--- config.mk ---
export PLATFORM = sky130hd
export DESIGN_NAME = bootrom_table
export DESIGN_NICKNAME = d
export VERILOG_FILES = /design/src/verilog/mempool_lite_pkg.sv /design/src/verilog/bootrom_table.sv
export SDC_FILE = /design/constraint.sdc
export NUM_CORES = 1
export LEC_CHECK = 0
export BUFFER_PORTS_ARGS = -buffer_cell sky130_fd_sc_hd__buf_4
export CAP_MARGIN = 30
export CORE_AREA = 2 2 61 63
export DETAILED_ROUTE_END_ITERATION = 10
export DIE_AREA = 0 0 63 65
export GPL_TIMING_DRIVEN = 0
export HOLD_SLACK_MARGIN = 0.05
export PLACE_DENSITY = 0.78
export SYNTH_ARGS = -nofsm -noshare
export SYNTH_HDL_FRONTEND = slang
export SYNTH_SLANG_ARGS = --single-unit
--- constraint.sdc ---
create_clock -name clk_i -period 0.94 [get_ports clk_i]
set_input_delay 0.141 -clock clk_i [delete_from_list [all_inputs] [get_ports clk_i]]
set_output_delay 0.141 -clock clk_i [all_outputs]
set_load 0.01 [all_outputs]
--- src/verilog/mempool_lite_pkg.sv ---
// Shared widths, system address map and boot image for the single-host memory system
// The testbench uses the same boot image as its reference
`default_nettype none

package mempool_lite_pkg;

  localparam int unsigned AddrWidth = 32;
  localparam int unsigned DataWidth = 32;
  localparam int unsigned StrbWidth = DataWidth / 8;

  typedef logic [AddrWidth-1:0] addr_t;
  typedef logic [DataWidth-1:0] data_t;
  typedef logic [StrbWidth-1:0] strb_t;

  typedef enum logic [1:0] {
    TgtL2,
    TgtBootrom,
    TgtCtrl,
    TgtNone
  } target_e;

  // System address map, end addresses inclusive
  localparam addr_t CtrlBaseAddr    = 32'h4000_0000;
  localparam addr_t CtrlEndAddr     = 32'h4000_FFFF;
  localparam addr_t L2BaseAddr      = 32'h8000_0000; // End follows from the L2 geometry
  localparam addr_t BootromBaseAddr = 32'hA000_0000;
  localparam addr_t BootromEndAddr  = 32'hA000_FFFF;

  // One request address, seen as an L2 word or as a register page and offset
  typedef union packed {
    struct packed {
      logic [29:0] word_idx;
      logic [1:0]  byte_off;
    } l2;
    struct packed {
      logic [15:0] page;
      logic [15:0] offset; // Register index is offset / 4
    } regs;
  } mem_addr_u;

  localparam int unsigned CtrlNumRegs  = 16;
  localparam int unsigned CtrlIdxWidth = $clog2(CtrlNumRegs);

  localparam int unsigned RegEoc       = 0;
  localparam int unsigned RegWakeUp    = 1;
  localparam int unsigned RegTcdmStart = 2;
  localparam int unsigned RegTcdmEnd   = 3;
  localparam int unsigned RegNumCores  = 4;
  localparam int unsigned RegRoCacheEn = 5;

  localparam int unsigned BootromWords = 16;
  localparam data_t BootromImage [BootromWords] = '{
    32'h0000_0297, 32'h0202_8293, 32'h3052_9073, 32'hF140_2573,
    32'h4000_05B7, 32'h0045_8593, 32'h0005_A603, 32'h0006_0463,
    32'h1050_0073, 32'hFF5F_F06F, 32'h8000_0337, 32'h0003_0067,
    32'h0000_0013, 32'h0000_0013, 32'hDEAD_BEEF, 32'hC0DE_CAFE
  };

  // Byte-wise merge of new data into an old word under the strobes
  function automatic data_t apply_strb(data_t old_val, data_t new_val, strb_t strb);
    data_t res;
    res = old_val;
    for (int i = 0; i < StrbWidth; i++) begin
      if (strb[i]) res[8*i +: 8] = new_val[8*i +: 8];
    end
    return res;
  endfunction

endpackage : mempool_lite_pkg

`default_nettype wire

--- src/verilog/bootrom_table.sv ---
// Stage 2 boot ROM: the image repeats every BootromWords words inside its window
// Writes are flagged in stage 1, the data captured for them is discarded
`default_nettype none

module bootrom_table
  import mempool_lite_pkg::*;
(
  input  logic      clk_i,
  input  logic      rst_n_i,
  input  logic      valid_i,
  input  target_e   target_i,
  input  mem_addr_u addr_i,
  output data_t     rdata_o
);

  localparam int unsigned RomIdxW = $clog2(BootromWords);

  logic [RomIdxW-1:0] rom_idx;
  logic               rom_access;
  data_t              rdata_q;

  assign rom_idx    = addr_i.l2.word_idx[RomIdxW-1:0]; // Word index modulo the image size
  assign rom_access = valid_i && (target_i == TgtBootrom);

  always_ff @(posedge clk_i or negedge rst_n_i) begin
    if (!rst_n_i) begin
      rdata_q <= '0;
    end else if (rom_access) begin
      rdata_q <= BootromImage[rom_idx];
    end
  end

  assign rdata_o = rdata_q;

endmodule : bootrom_table

`default_nettype wire

### After elaboration in Yosys (flattened, before gate mapping)

Memories as Yosys holds them, arrays and structs flattened. A register that Yosys moved wholly into a read port is not among the register bits.
Cells that the tools add are included.

| storage, ports and cells | value |
|---|---|
| memories | 1 |
| ROM bits | 512 |
| register bits after elaboration | 0 |
| output and inout bits | 32 |

Memories:

| memory | depth | bits a word | read ports | clocked after memory_dff | wr ports | RTL line | RTL |
|---|---|---|---|---|---|---|---|
| (no name shown) | 16 | 32 | 1 | 1 | 0 | bootrom_table.sv:29 | `rdata_q <= BootromImage[rom_idx];` |

| operators by class | value |
|---|---|
| eq/ne operators | 1 |
| bitwise operators | 1 |
| reduce and logical (&&, ||, !) cells | 2 |

Operator list:

| cell | count |
|---|---|
| 4-bit inverter with 5-bit output | 1 |
| 2-bit by 1-bit == test with 1-bit output, second input constant | 1 |
| 1-bit logical AND | 1 |
| 1-bit zero test | 1 |

### Longest topological paths before layout

| logic depth | value |
|---|---|
| word-level depth | 2 |
| mapped depth | 6 |

### Worst setup path after synthesis

OpenSTA, ideal clock, no wires.

| path | value |
|---|---|
| kind | input port to flip-flop |
| start point | input port addr_i[3] in the netlist's numbering |
| end point | register rdata_q[17] (netlist: rdata_o[17]) |
| slack | -0.287 ns |
| stages on the path | 6 |
| library setup time | 0.125 ns |
| arrival | 1.102 ns |
| path through | buf_4 > inv_1 > ha_1 > mux2i_1 > o21bai_1 > mux2_4 |

| between the ends | value |
|---|---|
| word-level cells in the longest chain between the ends | 1 |

Ends and longest elaborated chain:

| item | RTL line | RTL |
|---|---|---|
| start, declared | bootrom_table.sv:12 | `input mem_addr_u addr_i,` |
| 4-bit inverter with 5-bit output (not written as such) | bootrom_table.sv:29 |  |
| end, declared | bootrom_table.sv:20 | `data_t rdata_q;` |

Every way passes these cells.

### Worst setup path in the final report

| path | value |
|---|---|
| start point | register rdata_q[23] (netlist: rdata_o[23]) |
| end point | output port rdata_o[23] |

RTL lines:

| item | RTL line | RTL |
|---|---|---|
| end, declared | bootrom_table.sv:13 | `output data_t rdata_o` |

No word-level cell between the ends.

==> results.py <==
metrics = {
    "outcome": {
        "status": "finished, violations left",
        "violations": "setup timing",
    },
    "sta": {
        "worst_clock_skew_ns": 0,
        "fin_ws_ns": -0.2013,
        "tightest_slew_ns": 0.4278,
        "setup_viol": 32,
        "slew-limit-headroom": 0.7148,
        "fmax_mhz": 876.2,
        "fin_crit_ns": 1.141,
        "drv_slew": 0,
        "fin_crit_sh": 1.214,
        "grt_setup_unrepaired": "yes",
        "report.final.hold_viol_count": 0,
    },
    "place": {
        "hpwl_um": 2907,
        "place_area_mm2": 0.002033,
        "port-buffer-count": 40,
        "dp_worst_setup_slack_ns": -0.4491,
        "place_congestion": 0.8610,
    },
    "synthesis": {
        "ys_seq_area_frac": 0.4592,
        "syn_avg_cell_area_um2": 10.13,
        "yosysWarnings": 0,
        "syn_nets": 200,
        "ys_types": 40,
        "syn_area_mm2": 0.001580,
        "ys_ff_latch": 29,
        "netlist_instances": 156,
    },
    "hold_path": {
        "min_from": "addr_i[4]",
        "hold_class": "in -> reg",
    },
    "detailed_routing": {
        "ant_nets": 0,
        "drt-initial-drc-count": 58,
        "drc": 0,
        "postRouteWirelength_um": 4222,
        "vias": 1464,
        "avgRoutedWirePerCell_um": 15.19,
        "viasPerCell": 5.266,
        "dr.pass1.iters": 4,
    },
    "clock_tree": {
        "cts_tree": "done",
        "path_clk_slew_ns": 0.09,
        "root_buffer": "clkbuf_4",
        "h-tree-depth": 2,
        "cts_buffers": 5,
        "clock_path_buffers": 2,
        "clock_sinks": 29,
        "insertion_delay_ns": 0.32,
    },
    "worst_setup_path": {
        "cp-startpoint": "rdata_o[23]$_DFFE_PN0P_",
        "r2r_slack_ns": 0.01,
        "path_max_fanout": 3,
        "worstSetupEndpointType": "output port",
        "startpoint_type": "register",
        "path_class": "reg -> out",
        "reg2reg_to": "rdata_o[31]$_DFFE_PN0P_",
        "cp.arrival_ns": 1.00,
        "required_ns": 0.80,
        "cp-endpoint": "rdata_o[23]",
        "reg2reg_from": "rdata_o[31]$_DFFE_PN0P_",
        "r2r_cells": 3,
    },
    "grt": {
        "grt_max_degree": 30,
        "grt_pass1_wl_um": 7038,
        "grt_use_total": 0.2235,
        "grt_pass1_vias": 1479,
        "antenna_found_initial": 0,
        "gr-total-overflow": 0,
    },
    "finish": {
        "final_cell_mix": "buf_6, buf_4, dfrtp_1, nand2_1, nor2_1",
        "syn_to_final_growth_pct": 58.75,
        "largest_register_ffs": 29,
        "fin_nets": 273,
        "mostFrequentLayoutCell": "buf_6",
        "fin_util": 0.7176,
        "nFillCells": 255,
        "finalInstanceArea_mm2": 0.002509,
        "n_antenna_cell": 0,
        "drive_gt1_frac": 0.4826,
    },
    "power": {
        "finalPower_uw": 3976,
        "pwr_density_cell_mw_per_mm2": 1585,
        "peakVddDrop_mv": 0.9430,
        "p_leak_uw": 0.001141,
    },
    "die": {
        "num_rows": 22,
        "die_x_um": 63,
        "core_area_mm2": 0.003496,
        "die_h_um": 65,
        "initial_core_util": 0.4520,
        "die_area_mm2": 0.004095,
        "io_pins": 69,
    },
    "job": {
        "drv_cap": 0,
    },
}
[cells in the mapped netlist, drive strengths merged]
master  instances  area share
a211oi          3       0.014
nor4b           1      0.0055
o22ai           1      0.0040
or2             1      0.0040
xnor2           1      0.0055
inv             3      0.0087
a311oi          1      0.0055
dfrtp          29        0.46
nand3           6       0.019
and3b           1      0.0055
or3             1      0.0040
o211ai          3       0.014
a21o            4       0.019
clkbuf          2      0.0048
a41oi           3       0.017
o21bai          1      0.0048
mux2            3       0.024
a31oi           5       0.020
o21ai           7       0.022
o21a            3       0.014
and2            2      0.0079
nor3b           1      0.0048
nand2          12       0.029
nand3b          2      0.0095
nand2b          5       0.025
nor2b           4       0.016
a211o           2       0.011
buf            15       0.067
mux2i           3       0.019
o31ai           2      0.0095
o22a            5       0.028
ha              7       0.055
nor2           13       0.032
a21oi           4       0.013
[kinds of logic after synthesis]
logic type	count (synthesis)	share of synthesized area
AO/OA/AOI/OAI	44	0.1956
flip-flops	29	0.4592
buffers and inverters	20	0.07997
adder cells (fa/ha/maj)	7	0.05542
AND/OR/NAND/NOR	49	0.1615
XOR/XNOR	1	0.005543
multiplexers	6	0.04275
[per-layer routing]
metal / share of wire / GRT usage / vias up
met4: 0.025 / 0.08889 / 0
met3: 0.037 / 0.04340 / 10
li1: - / - / 703
met1: 0.41 / 0.2716 / 700
met5: 0 / 0 / -
met2: 0.53 / 0.3896 / 51
[worst min-delay path by stage]
| stage | slack (ns) | depth (start not counted) | end |
|---|---|---|---|
| finish | 0.21 | 3 | rdata_o[25]$_DFFE_PN0P_ |
| global route | 0.21 | 3 | rdata_o[29]$_DFFE_PN0P_ |
| CTS | 0.18 | 3 | rdata_o[29]$_DFFE_PN0P_ |
| detailed placement | 0.08 | 1 | rdata_o[10]$_DFFE_PN0P_ |
| global placement | 0.07 | 1 | rdata_o[2]$_DFFE_PN0P_ |
| floorplan | -0.15 | 0 | rdata_o[0]$_DFFE_PN0P_ |
[through the flow]
stage | hold slack, ns | setup TNS (ns) | cells
after floorplan | -0.1546 | -0.5746 | 156
after global placement | 0.06713 | -6.656 | 244
after detailed placement | 0.08459 | -7.261 | 244
after CTS | 0.1839 | -2.405 | 269
after global routing | 0.2096 | -3.462 | 278
final | 0.2088 | -2.284 | 278
[power breakdown]
part / internal [uW] / switching [uW] / leakage [uW]
combinational: 929 / 567 / 0.000757
sequential: 1440 / 152 / 0.000343
clock: 433 / 450 / 0.0000413
[repair_timing]
action | 4_1_cts | 5_1_grt
setup endpoints to repair | 36 | 35
hold buffers | 1 | 0
gates cloned | 0 | 0
pin swaps | 6 | 5
buffers inserted | 17 | 9
resized for setup | 42 | 8
hold endpoints to repair | 29 | 0
[area by class of cell]
cell class / instances / area [um2] / area share
Multi-Input combinational cell: 107 / 840.8 / 0.3352
Sequential cell: 29 / 725.7 / 0.2893
Timing Repair Buffer: 67 / 654.4 / 0.2608
Buffer: 16 / 135.1 / 0.05387
Clock buffer: 7 / 65.06 / 0.02594
Tap cell: 48 / 60.06 / 0.02394
Inverter: 3 / 22.52 / 0.008978
Clock inverter: 1 / 5.005 / 0.001995
[critical path: stages (launching register included)]
cell and delay (ns):
dfrtp_1 0.43, buf_6 0.14, buf_6 0.11
No activity file was read; power rests on OpenSTA's default activity.
