`config.mk`:
```
export PLATFORM = sky130hd
export DESIGN_NAME = resp_merge_stage
export DESIGN_NICKNAME = d
export VERILOG_FILES = /design/src/verilog/mempool_lite_pkg.sv /design/src/verilog/resp_merge_stage.sv
export SDC_FILE = /design/constraint.sdc
export NUM_CORES = 1
export LEC_CHECK = 0
export BUFFER_PORTS_ARGS = -buffer_cell sky130_fd_sc_hd__buf_2
export CORE_MARGIN = 2
export CORE_UTILIZATION = 30
export CTS_CLUSTER_DIAMETER = 100
export CTS_CLUSTER_SIZE = 25
export DETAILED_ROUTE_END_ITERATION = 6
export PLACE_DENSITY_LB_ADDON = 0.25
export SYNTH_ARGS = -nofsm -noshare
export SYNTH_HDL_FRONTEND = slang
export SYNTH_SLANG_ARGS = --single-unit
```
`constraint.sdc`:
```
create_clock -name clk_i -period 1.5 [get_ports clk_i]
set_clock_uncertainty 0.1 [all_clocks]
set_input_delay 0.075 -clock clk_i [delete_from_list [all_inputs] [get_ports clk_i]]
set_output_delay 0.075 -clock clk_i [all_outputs]
set_load 0.01 [all_outputs]
```
`src/verilog/mempool_lite_pkg.sv`:
```
// Shared widths, system address map and boot image for the single-host memory system
// The testbench uses the same boot image as its reference
`default_nettype none

package mempool_lite_pkg;

  localparam int unsigned AddrWidth = 32;
  localparam int unsigned DataWidth = 32;
  localparam int unsigned StrbWidth = DataWidth / 8;

  typedef logic [AddrWidth-1:0] addr_t;
  typedef logic [DataWidth-1:0] data_t;
  typedef logic [StrbWidth-1:0] strb_t;

  typedef enum logic [1:0] {
    TgtL2,
    TgtBootrom,
    TgtCtrl,
    TgtNone
  } target_e;

  // System address map, end addresses inclusive
  localparam addr_t CtrlBaseAddr    = 32'h4000_0000;
  localparam addr_t CtrlEndAddr     = 32'h4000_FFFF;
  localparam addr_t L2BaseAddr      = 32'h8000_0000; // End follows from the L2 geometry
  localparam addr_t BootromBaseAddr = 32'hA000_0000;
  localparam addr_t BootromEndAddr  = 32'hA000_FFFF;

  // One request address, seen as an L2 word or as a register page and offset
  typedef union packed {
    struct packed {
      logic [29:0] word_idx;
      logic [1:0]  byte_off;
    } l2;
    struct packed {
      logic [15:0] page;
      logic [15:0] offset; // Register index is offset / 4
    } regs;
  } mem_addr_u;

  localparam int unsigned CtrlNumRegs  = 16;
  localparam int unsigned CtrlIdxWidth = $clog2(CtrlNumRegs);

  localparam int unsigned RegEoc       = 0;
  localparam int unsigned RegWakeUp    = 1;
  localparam int unsigned RegTcdmStart = 2;
  localparam int unsigned RegTcdmEnd   = 3;
  localparam int unsigned RegNumCores  = 4;
  localparam int unsigned RegRoCacheEn = 5;

  localparam int unsigned BootromWords = 16;
  localparam data_t BootromImage [BootromWords] = '{
    32'h0000_0297, 32'h0202_8293, 32'h3052_9073, 32'hF140_2573,
    32'h4000_05B7, 32'h0045_8593, 32'h0005_A603, 32'h0006_0463,
    32'h1050_0073, 32'hFF5F_F06F, 32'h8000_0337, 32'h0003_0067,
    32'h0000_0013, 32'h0000_0013, 32'hDEAD_BEEF, 32'hC0DE_CAFE
  };

  // Byte-wise merge of new data into an old word under the strobes
  function automatic data_t apply_strb(data_t old_val, data_t new_val, strb_t strb);
    data_t res;
    res = old_val;
    for (int i = 0; i < StrbWidth; i++) begin
      if (strb[i]) res[8*i +: 8] = new_val[8*i +: 8];
    end
    return res;
  endfunction

endpackage : mempool_lite_pkg

`default_nettype wire

```
`src/verilog/resp_merge_stage.sv`:
```
// Stage 3: response tags delayed one cycle to meet the stage 2 read data
// Read data is zero for writes, errors and idle cycles
`default_nettype none

module resp_merge_stage
  import mempool_lite_pkg::*;
(
  input  logic    clk_i,
  input  logic    rst_n_i,
  input  logic    valid_i,
  input  target_e target_i,
  input  logic    err_i,
  input  logic    we_i,
  input  data_t   l2_rdata_i,
  input  data_t   rom_rdata_i,
  input  data_t   ctrl_rdata_i,
  output logic    rvalid_o,
  output data_t   rdata_o,
  output logic    rerr_o
);

  logic    valid_q;
  target_e target_q;
  logic    err_q;
  logic    we_q;

  always_ff @(posedge clk_i or negedge rst_n_i) begin
    if (!rst_n_i) begin
      valid_q  <= 1'b0;
      target_q <= TgtNone;
      err_q    <= 1'b0;
      we_q     <= 1'b0;
    end else begin
      valid_q  <= valid_i;
      target_q <= target_i;
      err_q    <= valid_i && err_i;
      we_q     <= we_i;
    end
  end

  always_comb begin
    rdata_o = '0;
    if (valid_q && !err_q && !we_q) begin
      case (target_q)
        TgtL2:      rdata_o = l2_rdata_i;
        TgtBootrom: rdata_o = rom_rdata_i;
        TgtCtrl:    rdata_o = ctrl_rdata_i;
        default:    rdata_o = '0;
      endcase
    end
  end

  assign rvalid_o = valid_q;
  assign rerr_o   = valid_q && err_q;

endmodule : resp_merge_stage

`default_nettype wire

```
* Word level (Yosys, flattened, before mapping)
Index checks and enable logic that the tools add are counted.
** Word-level totals
- Logic and storage cells :: 15
- Input bits :: 103
- Bits in registers :: 5
- Output and inout port bits :: 34
** Cells by class
- Multiplexer cells :: 2
- Equal/unequal tests :: 2
- Reduce and logical (&&, ||, !) cells :: 7
** Operators with widths (count)
- 32-bit one-hot mux with 3 select lines :: 1
- 32-bit two-way mux :: 1
- 1-bit logical AND :: 4
- 2-bit by 1-bit equality test with 1-bit output, second input constant :: 1
- 2-bit equality test, second input constant :: 1
- 1-bit logical NOT :: 2
- 2-bit logical NOT :: 1

* Logic depth before layout (Yosys ltp)
Gate-level depths: netlist (run 1).
- Depth after elaboration :: 4
- Depth in mapped cells :: 5
- Mapped depth without buffers :: 2

* Worst setup path before layout (run 1)
No wires, ideal clock.
- Path type :: flip-flop to output port
- Start :: register target_q[0]
- End :: output port rdata_o[10]
- Required time :: 1.325 ns
- Stages on the path, launching flop included :: 5
- Data arrival time :: 1.298 ns
- Setup slack :: 0.027 ns
- Cells stage by stage :: dfstp_2 -> buf_6 -> buf_12 -> mux2_4 -> a32o_1
** On the way
- Word-level cells in the longest chain between the ends :: 3
- Elaborated cells between the ends (all ways) :: 5
- Classes of those cells :: eq/ne: 2; mux: 2; reduce/logical: 1
** Ends and longest elaborated chain
- start, declared :: line resp_merge_stage.sv:23 : target_e target_q;
- start signal, assigned :: line resp_merge_stage.sv:30 : target_q <= TgtNone;
- start signal, assigned :: line resp_merge_stage.sv:35 : target_q <= target_i;
- 2-bit equality test (tied with other cells) :: line resp_merge_stage.sv:44 : case (target_q)
- 32-bit one-hot mux with 3 select lines * :: line resp_merge_stage.sv:44
- 32-bit two-way mux * :: line resp_merge_stage.sv:43 : if (valid_q && !err_q && !we_q) begin
- end, declared :: line resp_merge_stage.sv:18 : output data_t rdata_o,
Mark *: on every way between the ends. The rest lies on a longest branch, timed or not.

* Final worst setup path (run 1)
- Start :: register target_q[0]
- End :: output port rdata_o[26]
The elaborated chain is that of the path after synthesis.

==> impl_metrics.csv, run 1 <==
group,metric,value,unit
timing,layout_min_cycle_time,1810,ps
grt,grt_pass1_vias,1297,
route,ant_nets,0,
synthesis,avgSynthCellArea,12.7,µm²
clocking,clk_path_buf_depth,2,
floorplan,start_util,31.0,%
grt,use_met1,17.6,%
critical_path,worstSetupPathType,"reg2out",
floorplan,num_rows,22,
grt,grt_use_total,16.7,%
clocking,numCtsBuffers,3,
run_status,violations,"negative setup slack",
route,drc,0,
synthesis,yosysSeqAreaShare,11.4,%
grt,grtUsageMet2,33.9,%
clocking,post_cts_buffers,0,
synthesis,synth_area,1120,µm²
placed_design,routabilityCongestion,0.664,
finish,drive_gt1_share,80.7,%
route,vias_per_cell,5.00,
grt,grtUsageMet3,2.78,%
synthesis,syn_nets,191,
pwr,seq_power_share,18.2,%
finish,multi_input_area,865,µm²
pwr,p_comb_share,53.0,%
finish,layout_common_cells,"buf_2 (136), mux2_4 (32), a32o_1 (32)",
clocking,clk_pin_slew,30,ps
finish,diodes,0,
worst_hold_path,hold_path_class,"in2async",
critical_path,cp.required,1320,ps
clocking,root_buffer,"clkbuf_8",
floorplan,ioPinCount,137,
floorplan,chipWidth,65.0,µm
route,routed_wl,3740,µm
timing,setup_viol_count_final,32,
pwr,p_leak,1.09,nW
placed_design,dpl_cell_area,1850,µm²
timing,clock.fmax,554,MHz
floorplan,dieArea,4220,µm²
floorplan,core_area,3610,µm²
route,wire_per_inst,13.5,µm
timing,report.final.slew_viol_count,0,
timing,setup_tns,-9330,ps
run_status,status,"finished, violations left",
timing,tightest_slew,235,ps
synthesis,yosys_register_bits,5,
critical_path,cp-end-kind,"output port",
finish,areaGrowthSynthToFinish,75.7,%
timing,hold_viol_final,0,
pwr,totalPowerFinal,0.849,mW
clocking,cts.sinks,5,
pwr,clkPwrFrac,28.8,%
finish,regArea,128,µm²
critical_path,critPathMaxFanout,17,
finish,nNetsFinal,332,
finish,layout_commonest_cell,"buf_2",
grt,antenna_found_initial,0,
clocking,cts_tree,"built",
timing,finalWorstSetupSlack,-307,ps
grt,grt_max_degree,20,
critical_path,start_kind,"register",
synthesis,yosys.cell_types.count,12,
timing,maxSlewHeadroom,84.3,%
timing,finalCritPeriodShare,120,%
clocking,cts_max_level,1,
route,dr.first_iter.drc_count,56,
pwr,p_int,0.615,mW
route,dr.pass1.iters,4,
timing,rsz0062_at_grt,"yes",
synthesis,yosys_warnings,0,
pwr,ir_drop,0.741,mV
finish,nFillCells,355,
placed_design,dp_hpwl,2940,µm
pwr,cellPowerDensity,433,nW/µm²
grt,grt_first_pass_wirelength,5730,µm
grt,busiest_layer,"met2",
route,vias,1381,
floorplan,fp.dieH,65.0,µm
run,drv_cap,0,
critical_path,cp.arrival,1630,ps
placed_design,numPortBuffers,136,
synthesis,synthCells,88,
finish,fin_area,1960,µm²
grt,globalRouteOverflowTotal,0,
pwr,swShare,27.5,%
pwr,p_switching,0.234,mW
[cell usage after synthesis]
cell type,number,share of area [%]
a32o_1,32,29
and2_1,2,1.1
buf_12,3,5.4
buf_2,7,3.1
buf_6,4,4.0
dfrtp_1,3,6.7
dfstp_2,2,4.7
mux2_2,2,2.0
mux2_4,30,40
nor2b_1,1,0.56
nor3b_2,1,1.1
nor4b_4,1,2.1
[repair_timing]
| item | 4_1_cts | 5_1_grt |
|---|---|---|
| gates cloned | 0 | 0 |
| gates resized for setup | 2 | 0 |
| endpoints found under the setup margin | 32 | 32 |
| endpoints found under the hold margin | 10 | 0 |
| hold buffers | 6 | 0 |
[flip-flops by register name, summed over array words and instances, names as in the netlist]
name / cells
target_q: 2
we_q: 1
err_q: 1
rvalid_o: 1
[cell type report]
type / instances / share of cell area, %
Timing Repair Buffer: 150 / 44.0
Tap cell: 48 / 3.06
Sequential cell: 5 / 6.51
Clock buffer: 4 / 2.30
Multi-Input combinational cell: 69 / 44.1
[logic make-up after synthesis]
family,share of synthesized area (%)
AOI/OAI and AO/OA,28.7
buffers and inverters,12.6
DFF,11.4
muxes,42.4
and+or+nand+nor,4.93
[critical path, stage by stage (launching register included)]
cell and delay, ps:
dfstp_2 570, buf_12 190, mux2_4 310, a32o_1 200, buf_2 140
[power by group through the flow]
stage	Combinational [mW]	Clock [mW]	Sequential [mW]
finish	0.450	0.244	0.154
global route	0.486	0.257	0.156
CTS	0.453	0.248	0.155
detailed placement	0.437	0	0.156
global placement	0.432	0	0.156
floorplan	0.247	0	0.153
[layer usage]
| layer | part of all wire (%) | up-vias |
|---|---|---|
| met5 | 0 | - |
| met4 | 0.78 | 0 |
| met3 | 9.1 | 4 |
| met2 | 53 | 73 |
| met1 | 37 | 644 |
| li1 | - | 660 |
[final timing paths]
kind | start | endpoint | slack [ps] | depth (start not counted)
worst max-delay path | target_q[0]$_DFF_PN1_ | rdata_o[26] | -310 | 4
worst min-delay path | rst_n_i | we_q$_DFF_PN0_ | 110 | 2
max in group asynchronous | rst_n_i | target_q[0]$_DFF_PN1_ | 980 | 2
min in group clk_i | ctrl_rdata_i[13] | rdata_o[13] | 380 | 3
[metrics by stage]
step	util, %	instances	hold slack, ps	setup WS (ps)
after floorplan	-	88	-321	27.5
after detailed placement	51.2	266	-211	-104
after global routing	54.4	276	130	-359
after global placement	51.2	266	-209	-88.3
after CTS	54.4	276	95.6	-309
final	54.4	276	114	-307
Note: power is estimated with default switching activity, not from simulation.
==> run 2: changes to the inputs <==
Settings changed: CORE_MARGIN 2 to 5.
==> run 2 against run 1 <==
Net effect: the flow still finishes with violations (negative setup slack); utilization shrank 0.65 points; first-iteration DRC count shrank 29%; fmax shrank 1.5%; count of clock-buffer cells in the layout is the same; flip-flop and latch count is the same; worst hold slack lost 13 ps; sequential share of layout area is essentially flat; via count shrank 1.3%; wire length grew 15%; global-route usage shrank 1.8 points; largest power group unchanged.
==> impl_metrics.csv, run 2 (synthesis gave the netlist of run 1 again) <==
group,metric,value,unit
grt,globalRouteOverflowTotal,0,
timing,finalCritPeriodShare,122,%
finish,layout_common_cells,"buf_2 (135), mux2_4 (31), a32o_1 (31)",
pwr,totalPowerFinal,0.849,mW
floorplan,chipWidth,71.0,µm
grt,grt_pass1_vias,1426,
clocking,cts.sinks,5,
run_status,status,"finished, violations left",
placed_design,dpl.cell_count,266,
clocking,root_buffer,"clkbuf_8",
finish,drive_gt1_share,81.1,%
clocking,clk_path_buf_depth,2,
placed_design,routabilityCongestion,0.724,
grt,grt_max_degree,21,
timing,report.final.slew_viol_count,0,
route,vias_per_cell,4.94,
timing,hold_viol_final,0,
finish,largest_reg_flops,2,
pwr,p_leak,1.09,nW
floorplan,core_area,3630,µm²
critical_path,start_kind,"register",
route,dr.first_iter.drc_count,40,
route,routed_wl,4280,µm
timing,layout_min_cycle_time,1830,ps
floorplan,ioPinCount,137,
grt,grt_use_total,14.8,%
finish,layout_commonest_cell,"buf_2",
critical_path,cp-end-kind,"output port",
floorplan,fp.dieH,71.0,µm
route,dr.pass1.iters,4,
finish,top_register,"target_q",
finish,final_util,53.7,%
timing,setup_viol_count_final,32,
timing,finalWorstSetupSlack,-334,ps
finish,nFillCells,360,
clocking,numCtsBuffers,3,
timing,tightest_slew,238,ps
timing,rsz0062_at_grt,"yes",
timing,clock.fmax,545,MHz
timing,maxSlewHeadroom,84.0,%
clocking,cts_max_level,1,
finish,nNetsFinal,332,
grt,antenna_found_initial,0,
floorplan,num_rows,22,
critical_path,cp.required,1320,ps
run_status,violations,"negative setup slack",
critical_path,crit_start,"target_q[0]$_DFF_PN1_",
critical_path,worstSetupPathType,"reg2out",
pwr,ir_drop,0.490,mV
floorplan,dieArea,5040,µm²
finish,areaGrowthSynthToFinish,74.9,%
critical_path,critPathMaxFanout,18,
critical_path,cp.arrival,1660,ps
route,vias,1363,
run,drv_cap,0,
route,drc,0,
pwr,cellPowerDensity,435,nW/µm²
grt,grt_first_pass_wirelength,6190,µm
route,wire_per_inst,15.5,µm
finish,diodes,0,
worst_hold_path,hold_path_class,"in2async",
placed_design,numPortBuffers,136,
finish,fin_cells,276,
floorplan,start_util,30.7,%
placed_design,dp_hpwl,3370,µm
clocking,post_cts_buffers,0,
clocking,clk_pin_slew,40,ps
clocking,cts_tree,"built",
route,ant_nets,0,
run 2: cell counts in the layout (fill, tap and decap cells not counted):
Identical to the previous run, type by type.
run 2: where the power goes:
| group | total (mW) | leakage, nW | switching (mW) | internal [mW] |
|---|---|---|---|---|
| registers | 0.155 | 0.0572 | 0.0103 | 0.145 |
| clock network | 0.246 | 0.0228 | 0.0640 | 0.182 |
| logic | 0.448 | 1.01 | 0.163 | 0.285 |
run 2: how the worst max path moves through the flow:
| stage | endpoint | slack [ps] |
|---|---|---|
| after floorplan | rdata_o[10] | 30 |
| after detailed placement | rdata_o[31] | -110 |
| final | rdata_o[1] | -330 |
| after global routing | rdata_o[1] | -380 |
| after global placement | rdata_o[7] | -100 |
| after CTS | rdata_o[1] | -350 |
run 2: layer usage:
layer,GRT usage [%],vias up,share of wire [%]
li1,-,664,-
met1,15.5,628,36
met2,28.6,65,54
met3,3.41,6,8.6
met4,4.80,0,1.3
met5,0,-,0
run 2: through the flow:
stage	worst slack (ps)	hold WS [ps]	setup TNS (ps)	area, µm²
floorplan	27.5	-321	0	1120
finish	-334	101	-10040	1950
CTS	-348	92.1	-10510	1940
global placement	-99.7	-210	-2580	1840
detailed placement	-112	-207	-2780	1840
global route	-382	120	-11480	1950
run 2: worst max-delay path, cell delays in order (launching register included):
cell     delay [ps]
dfstp_2         580
buf_12          200
mux2_4          310
a32o_1          210
buf_2           140
run 2: final cells by class:
class,instances,area (µm²),share of cell area (%)
timing repair buffer,150,857,43.9
clock buffer,4,45.0,2.31
tap,48,60.1,3.08
sequential,5,128,6.54
multi-input combinational,69,862,44.2
run 2: repair_timing:
action,in CTS,in global routing
endpoints found under the setup margin,32,32
resized for setup,1,2
hold buffers,6,0
hold endpoints to repair,10,0
