## src/verilog/mempool_lite_pkg.sv

```systemverilog
// Shared widths, system address map and boot image for the single-host memory system
// The testbench uses the same boot image as its reference
`default_nettype none

package mempool_lite_pkg;

  localparam int unsigned AddrWidth = 32;
  localparam int unsigned DataWidth = 32;
  localparam int unsigned StrbWidth = DataWidth / 8;

  typedef logic [AddrWidth-1:0] addr_t;
  typedef logic [DataWidth-1:0] data_t;
  typedef logic [StrbWidth-1:0] strb_t;

  typedef enum logic [1:0] {
    TgtL2,
    TgtBootrom,
    TgtCtrl,
    TgtNone
  } target_e;

  // System address map, end addresses inclusive
  localparam addr_t CtrlBaseAddr    = 32'h4000_0000;
  localparam addr_t CtrlEndAddr     = 32'h4000_FFFF;
  localparam addr_t L2BaseAddr      = 32'h8000_0000; // End follows from the L2 geometry
  localparam addr_t BootromBaseAddr = 32'hA000_0000;
  localparam addr_t BootromEndAddr  = 32'hA000_FFFF;

  // One request address, seen as an L2 word or as a register page and offset
  typedef union packed {
    struct packed {
      logic [29:0] word_idx;
      logic [1:0]  byte_off;
    } l2;
    struct packed {
      logic [15:0] page;
      logic [15:0] offset; // Register index is offset / 4
    } regs;
  } mem_addr_u;

  localparam int unsigned CtrlNumRegs  = 16;
  localparam int unsigned CtrlIdxWidth = $clog2(CtrlNumRegs);

  localparam int unsigned RegEoc       = 0;
  localparam int unsigned RegWakeUp    = 1;
  localparam int unsigned RegTcdmStart = 2;
  localparam int unsigned RegTcdmEnd   = 3;
  localparam int unsigned RegNumCores  = 4;
  localparam int unsigned RegRoCacheEn = 5;

  localparam int unsigned BootromWords = 16;
  localparam data_t BootromImage [BootromWords] = '{
    32'h0000_0297, 32'h0202_8293, 32'h3052_9073, 32'hF140_2573,
    32'h4000_05B7, 32'h0045_8593, 32'h0005_A603, 32'h0006_0463,
    32'h1050_0073, 32'hFF5F_F06F, 32'h8000_0337, 32'h0003_0067,
    32'h0000_0013, 32'h0000_0013, 32'hDEAD_BEEF, 32'hC0DE_CAFE
  };

  // Byte-wise merge of new data into an old word under the strobes
  function automatic data_t apply_strb(data_t old_val, data_t new_val, strb_t strb);
    data_t res;
    res = old_val;
    for (int i = 0; i < StrbWidth; i++) begin
      if (strb[i]) res[8*i +: 8] = new_val[8*i +: 8];
    end
    return res;
  endfunction

endpackage : mempool_lite_pkg

`default_nettype wire

```

## src/verilog/ctrl_regs.sv

```systemverilog
// Stage 2 control registers, index = offset / 4, indices past CtrlNumRegs read zero
// NumCores must not exceed DataWidth, wake-up takes the low NumCores bits written
`default_nettype none

module ctrl_regs
  import mempool_lite_pkg::*;
#(
  parameter int unsigned NumCores     = 4,
  parameter addr_t       TCDMBaseAddr = 32'h0000_0000,
  parameter int unsigned TCDMSize     = 32'h0000_4000
) (
  input  logic                clk_i,
  input  logic                rst_n_i,
  input  logic                valid_i,
  input  target_e             target_i,
  input  mem_addr_u           addr_i,
  input  logic                we_i,
  input  data_t               wdata_i,
  input  strb_t               strb_i,
  output data_t               rdata_o,
  output logic [NumCores-1:0] wake_up_o,
  output logic                eoc_valid_o,
  output logic                ro_cache_en_o
);

  localparam data_t TcdmEndAddr = TCDMBaseAddr + data_t'(TCDMSize);

  logic [CtrlIdxWidth-1:0] reg_idx;
  logic                    idx_hit;
  logic                    ctrl_access;
  data_t                   rd_val;
  data_t                   eoc_q;
  data_t                   ro_cache_q;
  logic [NumCores-1:0]     wake_up_q;
  data_t                   rdata_q;

  assign reg_idx     = addr_i.regs.offset[CtrlIdxWidth+1:2];
  assign idx_hit     = (addr_i.regs.offset[15:CtrlIdxWidth+2] == '0);
  assign ctrl_access = valid_i && (target_i == TgtCtrl);

  always_comb begin
    rd_val = '0;
    if (idx_hit) begin
      case (reg_idx)
        RegEoc:       rd_val = eoc_q;
        RegTcdmStart: rd_val = TCDMBaseAddr;
        RegTcdmEnd:   rd_val = TcdmEndAddr;
        RegNumCores:  rd_val = data_t'(NumCores);
        RegRoCacheEn: rd_val = ro_cache_q;
        default:      rd_val = '0; // Wake-up and spare indices
      endcase
    end
  end

  always_ff @(posedge clk_i or negedge rst_n_i) begin
    if (!rst_n_i) begin
      eoc_q      <= '0;
      ro_cache_q <= '0;
      wake_up_q  <= '0;
      rdata_q    <= '0;
    end else begin
      wake_up_q <= '0; // Pulse lasts a single cycle
      if (ctrl_access) begin
        rdata_q <= rd_val;
        if (we_i && idx_hit) begin
          case (reg_idx)
            RegEoc:       eoc_q      <= apply_strb(eoc_q, wdata_i, strb_i);
            RegWakeUp:    wake_up_q  <= wdata_i[NumCores-1:0];
            RegRoCacheEn: ro_cache_q <= apply_strb(ro_cache_q, wdata_i, strb_i);
            default:      ;
          endcase
        end
      end
    end
  end

  assign rdata_o       = rdata_q;
  assign wake_up_o     = wake_up_q;
  assign eoc_valid_o   = eoc_q[0];
  assign ro_cache_en_o = ro_cache_q[0];

endmodule : ctrl_regs

`default_nettype wire

```

## config.mk

```make
export PLATFORM = sky130hd
export DESIGN_NAME = ctrl_regs
export DESIGN_NICKNAME = d
export VERILOG_FILES = /design/src/verilog/mempool_lite_pkg.sv /design/src/verilog/ctrl_regs.sv
export SDC_FILE = /design/constraint.sdc
export NUM_CORES = 1
export LEC_CHECK = 0
export BUFFER_PORTS_ARGS = -buffer_cell sky130_fd_sc_hd__buf_2
export CAP_MARGIN = 30
export CORE_MARGIN = 2
export CORE_UTILIZATION = 52
export DETAILED_ROUTE_END_ITERATION = 10
export GPL_TIMING_DRIVEN = 0
export PLACE_DENSITY = 0.79
export SYNTH_ARGS = -nofsm -noshare
export SYNTH_HDL_FRONTEND = slang
export SYNTH_SLANG_ARGS = --single-unit
export TNS_END_PERCENT = 100
```

## constraint.sdc

```tcl
create_clock -name clk_i -period 1.1 [get_ports clk_i]
set_input_delay 0.22 -clock clk_i [delete_from_list [all_inputs] [get_ports clk_i]]
set_output_delay 0.22 -clock clk_i [all_outputs]
set_load 0.01 [all_outputs]
```

# [Word level (Yosys, flattened, before mapping)]
# Cells that the tools add are included.
[op_classes] n_mux=5 n_eq_ne=5 n_reduce_logical=12
[op_table] operator="$pmux W32 S4" n=1
[op_table] operator="$mux W32" n=1
[op_table] operator="$reduce_and A4 Y1" n=8
[op_table] operator="$mux W4" n=3
[op_table] operator="$logic_not A10 Y1" n=1
[op_table] operator="$eq A4 B3 Y1 const B" n=2
[op_table] operator="$eq A4 B1 Y1 const B" n=1
[op_table] operator="$eq A4 B2 Y1 const B" n=1
[op_table] operator="$logic_not A4 Y1" n=1
[op_table] operator="$eq A2 B2 Y1 const B" n=1
[op_table] operator="$logic_and A1 B1 Y1" n=2
[totals] out_inout_bits=38 elab_cells=32 register_bits=100 input_bits=74

# [Logic depth before layout (Yosys ltp)]
# Gate-level depths: netlist of the first run.
[logic_depth] depth_word=4 ltp_mapped=5

# [Least setup slack after synthesis of the first run]
# OpenSTA, ideal clock, no wires.
[synth_timing] path_type="input -> register" start="input port addr_i[7] (netlist name)" end="register ro_cache_q[24]" setup_ps=125 setup_slack_ps=-597 required_time_ps=975 cell_stages=4 path_buffers=0 t_arrival_ps=1572 cell_sequence="nor4_2 nand4_1 nor2_2 mux2_2"
[synth_between] elab_chain_cells=3
[synth_lines] element="start: declaration" line_no="ctrl_regs.sv:16" source="input mem_addr_u addr_i,"
[synth_lines] element="$logic_not A10 Y1" line_no="ctrl_regs.sv:38" source="assign idx_hit = (addr_i.regs.offset[15:CtrlIdxWidth+2] == '0);"
[synth_lines] element="$logic_and A1 B1 Y1" line_no="ctrl_regs.sv:65" source="if (we_i && idx_hit) begin"
[synth_lines] element="$reduce_and A4 Y1 (no line)"
[synth_lines] element="end signal: assignment" line_no="ctrl_regs.sv:69" source="RegRoCacheEn: ro_cache_q <= apply_strb(ro_cache_q, wdata_i, strb_i);"
[synth_lines] element="end: declaration" line_no="ctrl_regs.sv:33" source="data_t ro_cache_q;"
# Every way passes these cells.
# A chain may end at the register's enable or synchronous reset.

# [Final worst setup path of the first run]
[layout_timing] start="input port addr_i[12] (netlist name)" end="register rdata_q[12] (netlist: rdata_o[12])"
[layout_between] elab_chain_cells=2
[layout_lines] element="$logic_not A10 Y1" line_no="ctrl_regs.sv:38"
[layout_lines] element="$mux W32" line_no="ctrl_regs.sv:43" source="if (idx_hit) begin"
[layout_lines] element="end signal: assignment" line_no="ctrl_regs.sv:64" source="rdata_q <= rd_val;"
[layout_lines] element="end: declaration" line_no="ctrl_regs.sv:35" source="data_t rdata_q;"
# Every way passes these cells.

==> results of run 1 <==
==> cell usage in the layout, fill, tap and decap left out, types with 2 or more instances in the layout <==
cell	n
mux2_2	18
o21ai_2	29
bufinv_16	2
nor2b_1	2
clkinv_2	2
a22oi_1	30
nor4_4	3
nor2_4	9
mux2_4	46
buf_4	23
nand3_4	2
buf_12	8
clkbuf_1	10
nand2_1	34
clkbuf_8	9
buf_8	2
and2_1	4
nand4_1	2
nand3_2	2
nor2_1	2
buf_6	14
buf_2	83
o21ai_1	2
dfrtp_1	100
==> worst max-delay path by stage <==
stage                     startpoint        endpoint  slack, ps  cells after the start
after global routing      addr_i[12]     rdata_o[14]       -440                      6
after detailed placement   addr_i[7]   ro_cache_q[5]      -1020                      5
final                     addr_i[12]     rdata_o[12]       -400                      7
after floorplan            addr_i[7]  ro_cache_q[10]       -570                      4
after CTS                 addr_i[12]     rdata_o[14]       -330                      6
after global placement       rst_n_i  ro_cache_q[19]      -1140                      1
==> power by group <==
group,internal (W),switching (W),leakage (nW),total (W)
clock,0.00128,0.00124,0.107,0.00252
sequential,0.00367,0.000000135,1.40,0.00367
combinational,0.000127,0.000216,1.28,0.000343
==> area by class of cell <==
cell class	instances	area share, %
flip-flops and latches	100	43.4
multi-input cells	197	33.3
repair buffers	128	15.8
clock buffers	10	2.21
well taps	102	2.21
clock inverters	6	1.50
plain buffers	12	1.45
==> sequential cells by signal (all words and copies together) (netlist names) <==
name,cells
eoc_q,32
rdata_o,32
ro_cache_q,32
wake_up_o,4
==> per-layer routing <==
layer	track usage, %	up-vias
met1	29.8	1579
met5	0	-
li1	-	1394
met4	7.97	0
met3	5.06	16
met2	41.3	89
==> per-stage QoR <==
stage	worst slack (ps)	total power (W)	setup TNS, ps
finish	-400	0.00654	-31180
global route	-438	0.00675	-35160
CTS	-334	0.00656	-22050
detailed placement	-1020	0.00405	-83870
global placement	-1140	0.00403	-194980
floorplan	-571	0.00380	-48530
==> cells by family after synthesis <==
logic type             Yosys count
flip-flops                     100
AND/OR/NAND/NOR                 68
AO/OA/AOI/OAI                   64
multiplexers                    64
buffers and inverters           12
XOR/XNOR                         1
==> what timing repair did <==
action / in CTS / in global routing
pin swaps: 16 / 5
gates resized for setup: 57 / 15
endpoints found under the setup margin: 131 / 136
hold endpoints to repair: 49 / 49
setup buffers: 25 / 9
==> results.py, run 1 <==
metrics = {
    "run_status": {
        "status": "finished with violations",
        "failed_checks": "hold timing, setup timing",
    },
    "pwr": {
        "power.density_mw_per_mm2": 1130,
        "p_leak_nw": 2.79,
        "vdd_ir_drop_max_v": 0.000530,
    },
    "detailed_routing": {
        "wl_met1_mm": 4.34,
        "top_layer": "met4",
        "drt-vias-per-instance": 5.55,
        "antenna_left": 0,
        "vias": 3078,
        "dr.pass1.iters": 4,
        "drc_errors": 0,
        "drt_iter0_drc": 116,
        "drt-wirelength-per-cell_um": 18.5,
        "wl_met2_mm": 5.29,
        "wl_met3_um": 494,
        "wirelength_mm": 10.3,
    },
    "cts": {
        "clock_sinks": 100,
        "cts_tree": "built",
        "cts-buffers-inserted": 9,
        "htree_levels": 3,
        "path_clk_slew_ps": 90,
        "clkLatencyLatePin_ps": 370,
        "root_buffer": "clkbuf_8",
        "clock_tree.buffer_depth": 2,
    },
    "finish": {
        "fin_nets": 522,
        "multiInputGateArea_mm2": 0.00192,
        "layout-drive-gt1-share_pct": 57.6,
        "area_delta_synth_final_pct": 36.7,
        "ff_latch_area_mm2": 0.00250,
        "n_antenna_cell": 0,
        "instances_no_fill": 555,
        "final_area_mm2": 0.00576,
        "n_fill_cell": 512,
        "final_util_pct": 73.8,
    },
    "floorplan": {
        "die_x_um": 94.0,
        "die_h_um": 94.0,
        "num_rows": 32,
        "io_pins": 112,
        "initial_utilization_pct": 54.0,
        "die_area_mm2": 0.00884,
        "core_area_mm2": 0.00781,
    },
    "global_route": {
        "grt_pass1_vias": 3098,
        "grt_first_pass_wirelength_mm": 15.7,
        "track_usage_pct": 23.8,
        "antenna_found_initial": 0,
        "grt_overflow": 0,
        "grt_max_degree": 52,
    },
    "timing": {
        "slew_headroom_pct": 57.4,
        "post-route-period-util_pct": 136,
        "hold_slack_ps": -142,
        "grt_setup_unrepaired": "yes",
        "setup_viol": 129,
        "worst-slew-pin-transition_ps": 640,
        "slew_violations": 0,
        "hold_viol_final": 49,
        "fmax_mhz": 667,
        "setup_slack_ps": -400,
        "post-route-min-period_ps": 1500,
        "skew_ps": 7.90,
    },
    "placement": {
        "dp_hpwl_mm": 6.26,
        "io_buffers": 93,
        "gp_congestion": 0.751,
        "place_inst": 505,
        "placed_cell_area_mm2": 0.00490,
    },
    "yosys": {
        "synth_top_area_cell": "dfrtp_1",
        "synthXorXnorAreaFrac_pct": 0.208,
        "synth_fa_ha_area_share_pct": 0,
        "synth_compound_area_share_pct": 12.3,
        "synth-async-reset-ratio_pct": 100,
        "synth_fp_nets": 383,
        "yosysMostFrequentCell": "dfrtp_1",
        "syn_avg_cell_area_um2": 13.6,
        "ys_ff_latch": 100,
        "netlist_instances": 309,
        "synth-edff-count": 0,
        "yosysWarnings": 0,
        "synth-simple-area-share_pct": 9.41,
        "netlist_top_cells_count": "dfrtp_1, mux2_2, nand2_1, a22oi_1, o21ai_2",
        "synth_top_area_share_pct": 59.4,
        "ys_top_cells_by_area": "dfrtp_1, mux2_2, o21ai_2, a22oi_1, nand2_1",
        "syn_area_mm2": 0.00422,
        "ys.flop_type": "dfrtp_1",
        "yosysSeqAreaShare_pct": 59.4,
        "synthDistinctLibCells": 28,
        "synth_top_family_by_area": "multiplexers",
        "muxShareOfSynthArea_pct": 17.1,
    },
    "critical_path": {
        "cp.arrival_ps": 1790,
        "start_kind": "input pin",
        "worstPathMaxFanout": 10,
        "crit_slowest_cell": "or4b_4",
        "worstSetupPathType": "in2reg",
        "path_common_cell": "buf_6",
        "critPathBufInv": 3,
        "endpoint_kind": "register",
        "r2r_cells": 3,
        "r2r-start": "eoc_q[14]",
        "cp.required_ps": 1390,
        "crit_chain": "buf_6 -> nor4_4 -> buf_6 -> nand3_4 -> or4b_4 -> buf_8 -> o21ai_2",
        "rr_endpoint": "rdata_o[14]",
        "cpLargestDelayFamily": "simple AND/OR/NAND/NOR gates",
        "r2r_slack_ps": -50,
        "critPathMaxStageDelay_ps": 620,
    },
    "worst_hold_path": {
        "hp-class": "in2async",
    },
    "run": {
        "cap_violations": 0,
    },
}
(Power assumes the default switching activity.)
==> run 2: changes to the inputs <==
==> constraint.sdc (replaced) <==
create_clock -name clk_i -period 1.1 [get_ports clk_i]
set_input_delay 0 -clock clk_i [delete_from_list [all_inputs] [get_ports clk_i]]
set_output_delay 0 -clock clk_i [all_outputs]
set_load 0.01 [all_outputs]
==> run 2 against run 1 <==
Effect of this change:
- the run ends with setup timing left
- largest cell class unchanged
- combinational power is 29% higher
- worst setup slack improved by 210 ps
- largest power group unchanged
- highest routed layer unchanged
- routed wire length is 3.7% higher
==> results.py, run 2 (same netlist as run 1, synthesis figures left out) <==
metrics = {
    "placement": {
        "dp_hpwl_mm": 6.26,
        "gp_congestion": 0.751,
        "io_buffers": 93,
        "placed_cell_area_mm2": 0.00490,
    },
    "pwr": {
        "p_leak_nw": 2.84,
        "total_power_w": 0.00665,
        "vdd_ir_drop_max_v": 0.000743,
        "power.density_mw_per_mm2": 1120,
    },
    "detailed_routing": {
        "wl_met3_um": 367,
        "vias": 3139,
        "wl_met2_mm": 5.49,
        "wl_met1_mm": 4.59,
        "wirelength_mm": 10.7,
        "drt_iter0_drc": 141,
        "drt-vias-per-instance": 5.46,
        "antenna_left": 0,
        "drt-wirelength-per-cell_um": 18.6,
        "top_layer": "met4",
        "drc_errors": 0,
        "dr.pass1.iters": 4,
    },
    "critical_path": {
        "r2r-start": "eoc_q[14]",
        "cp.arrival_ps": 1580,
        "r2r_slack_ps": -30,
        "worstSetupPathType": "in2reg",
        "r2r_cells": 3,
        "start_kind": "input pin",
        "endpoint_kind": "register",
        "worstPathMaxFanout": 10,
        "rr_endpoint": "rdata_o[14]",
        "cp.required_ps": 1400,
    },
    "floorplan": {
        "die_x_um": 94.0,
        "initial_utilization_pct": 54.0,
        "die_h_um": 94.0,
        "core_area_mm2": 0.00781,
        "io_pins": 112,
        "num_rows": 32,
        "die_area_mm2": 0.00884,
    },
    "finish": {
        "layout-drive-gt1-share_pct": 51.5,
        "final_area_mm2": 0.00593,
        "area_delta_synth_final_pct": 40.8,
        "final_common_cell": "dfrtp_1",
        "final_cell_mix": "dfrtp_1, buf_2, mux2_4",
        "n_fill_cell": 490,
        "fin_nets": 541,
    },
    "timing": {
        "skew_ps": 6.79,
        "slew_violations": 0,
        "setup_slack_ps": -188,
        "worst-slew-pin-transition_ps": 663,
        "grt_setup_unrepaired": "yes",
        "hold_viol_final": 0,
        "slew_headroom_pct": 55.8,
        "post-route-period-util_pct": 117,
        "fmax_mhz": 776,
        "setup_viol": 96,
        "post-route-min-period_ps": 1290,
    },
    "global_route": {
        "grt_overflow": 0,
        "track_usage_pct": 23.6,
        "grt_pass1_vias": 3132,
        "antenna_found_initial": 1,
        "grt_max_degree": 52,
        "grt_first_pass_wirelength_mm": 15.7,
    },
    "worst_hold_path": {
        "min_to": "rdata_o[14]",
        "hp-class": "in2reg",
        "holdPathStages": 3,
        "hp-start": "addr_i[3]",
    },
    "cts": {
        "clock_sinks": 100,
        "cts_tree": "built",
        "root_buffer": "clkbuf_8",
        "htree_levels": 3,
        "clock_tree.buffer_depth": 2,
        "cts-buffers-inserted": 9,
        "path_clk_slew_ps": 90,
        "clkLatencyLatePin_ps": 380,
    },
    "run_status": {
        "status": "finished with violations",
        "failed_checks": "setup timing",
    },
    "run": {
        "cap_violations": 0,
    },
}
run 2: metal layers:
metal  vias to the layer above  global-route usage, %
li1                       1437                      -
met1                      1591                   29.7
met2                        96                   40.6
met3                        15                   4.49
met4                         0                   8.57
met5                         -                      0
run 2: repair_timing:
item	in CTS	in global routing
endpoints found under the setup margin	96	96
hold buffers	34	1
setup buffers	13	4
cloned	0	1
hold endpoints to repair	118	1
resized for setup	27	35
pin swaps	15	9
run 2: worst max-delay path, stage by stage:
cell	delay (ps)
buf_2	160
nor2b_1	300
xor2_1	140
or4b_4	650
buf_8	200
o21ai_2	120
run 2: layout make-up:
type	count	area (µm²)	area share, %
Sequential cell	100	2500	42.2
Multi-Input combinational cell	197	1900	32.0
Timing Repair Buffer	147	1100	18.6
Clock buffer	10	128	2.15
Tap cell	102	128	2.15
Clock inverter	6	86.3	1.45
Buffer	12	83.8	1.41
Antenna cell	1	2.50	0.0422
run 2: per-stage QoR:
stage          utilization (%)  std cells  setup WS [ps]  TNS, ps  hold WS, ps
2_1_floorplan                -        309           -351   -27410         -296
3_3_place_gp              62.4        504           -917  -150980          234
4_1_cts                   73.4        568           -130    -4630         4.51
3_5_place_dp              62.7        505           -802   -61870         70.1
6_report                  76.0        575           -188    -9730         20.3
5_1_grt                   76.0        575           -215   -13800         30.4
run 2: worst max path at each step:
stage,from,end,cells after the start
after global routing,addr_i[2],rdata_o[14],5
after detailed placement,addr_i[7],ro_cache_q[5],5
final,addr_i[2],rdata_o[12],6
after global placement,rst_n_i,ro_cache_q[19],1
after floorplan,addr_i[7],ro_cache_q[10],4
after CTS,addr_i[12],rdata_o[14],5
run 2: report_power, final:
part / internal [W] / switching (W)
registers: 0.00367 / 0.000000136
clock network: 0.00128 / 0.00126
logic: 0.000206 / 0.000236
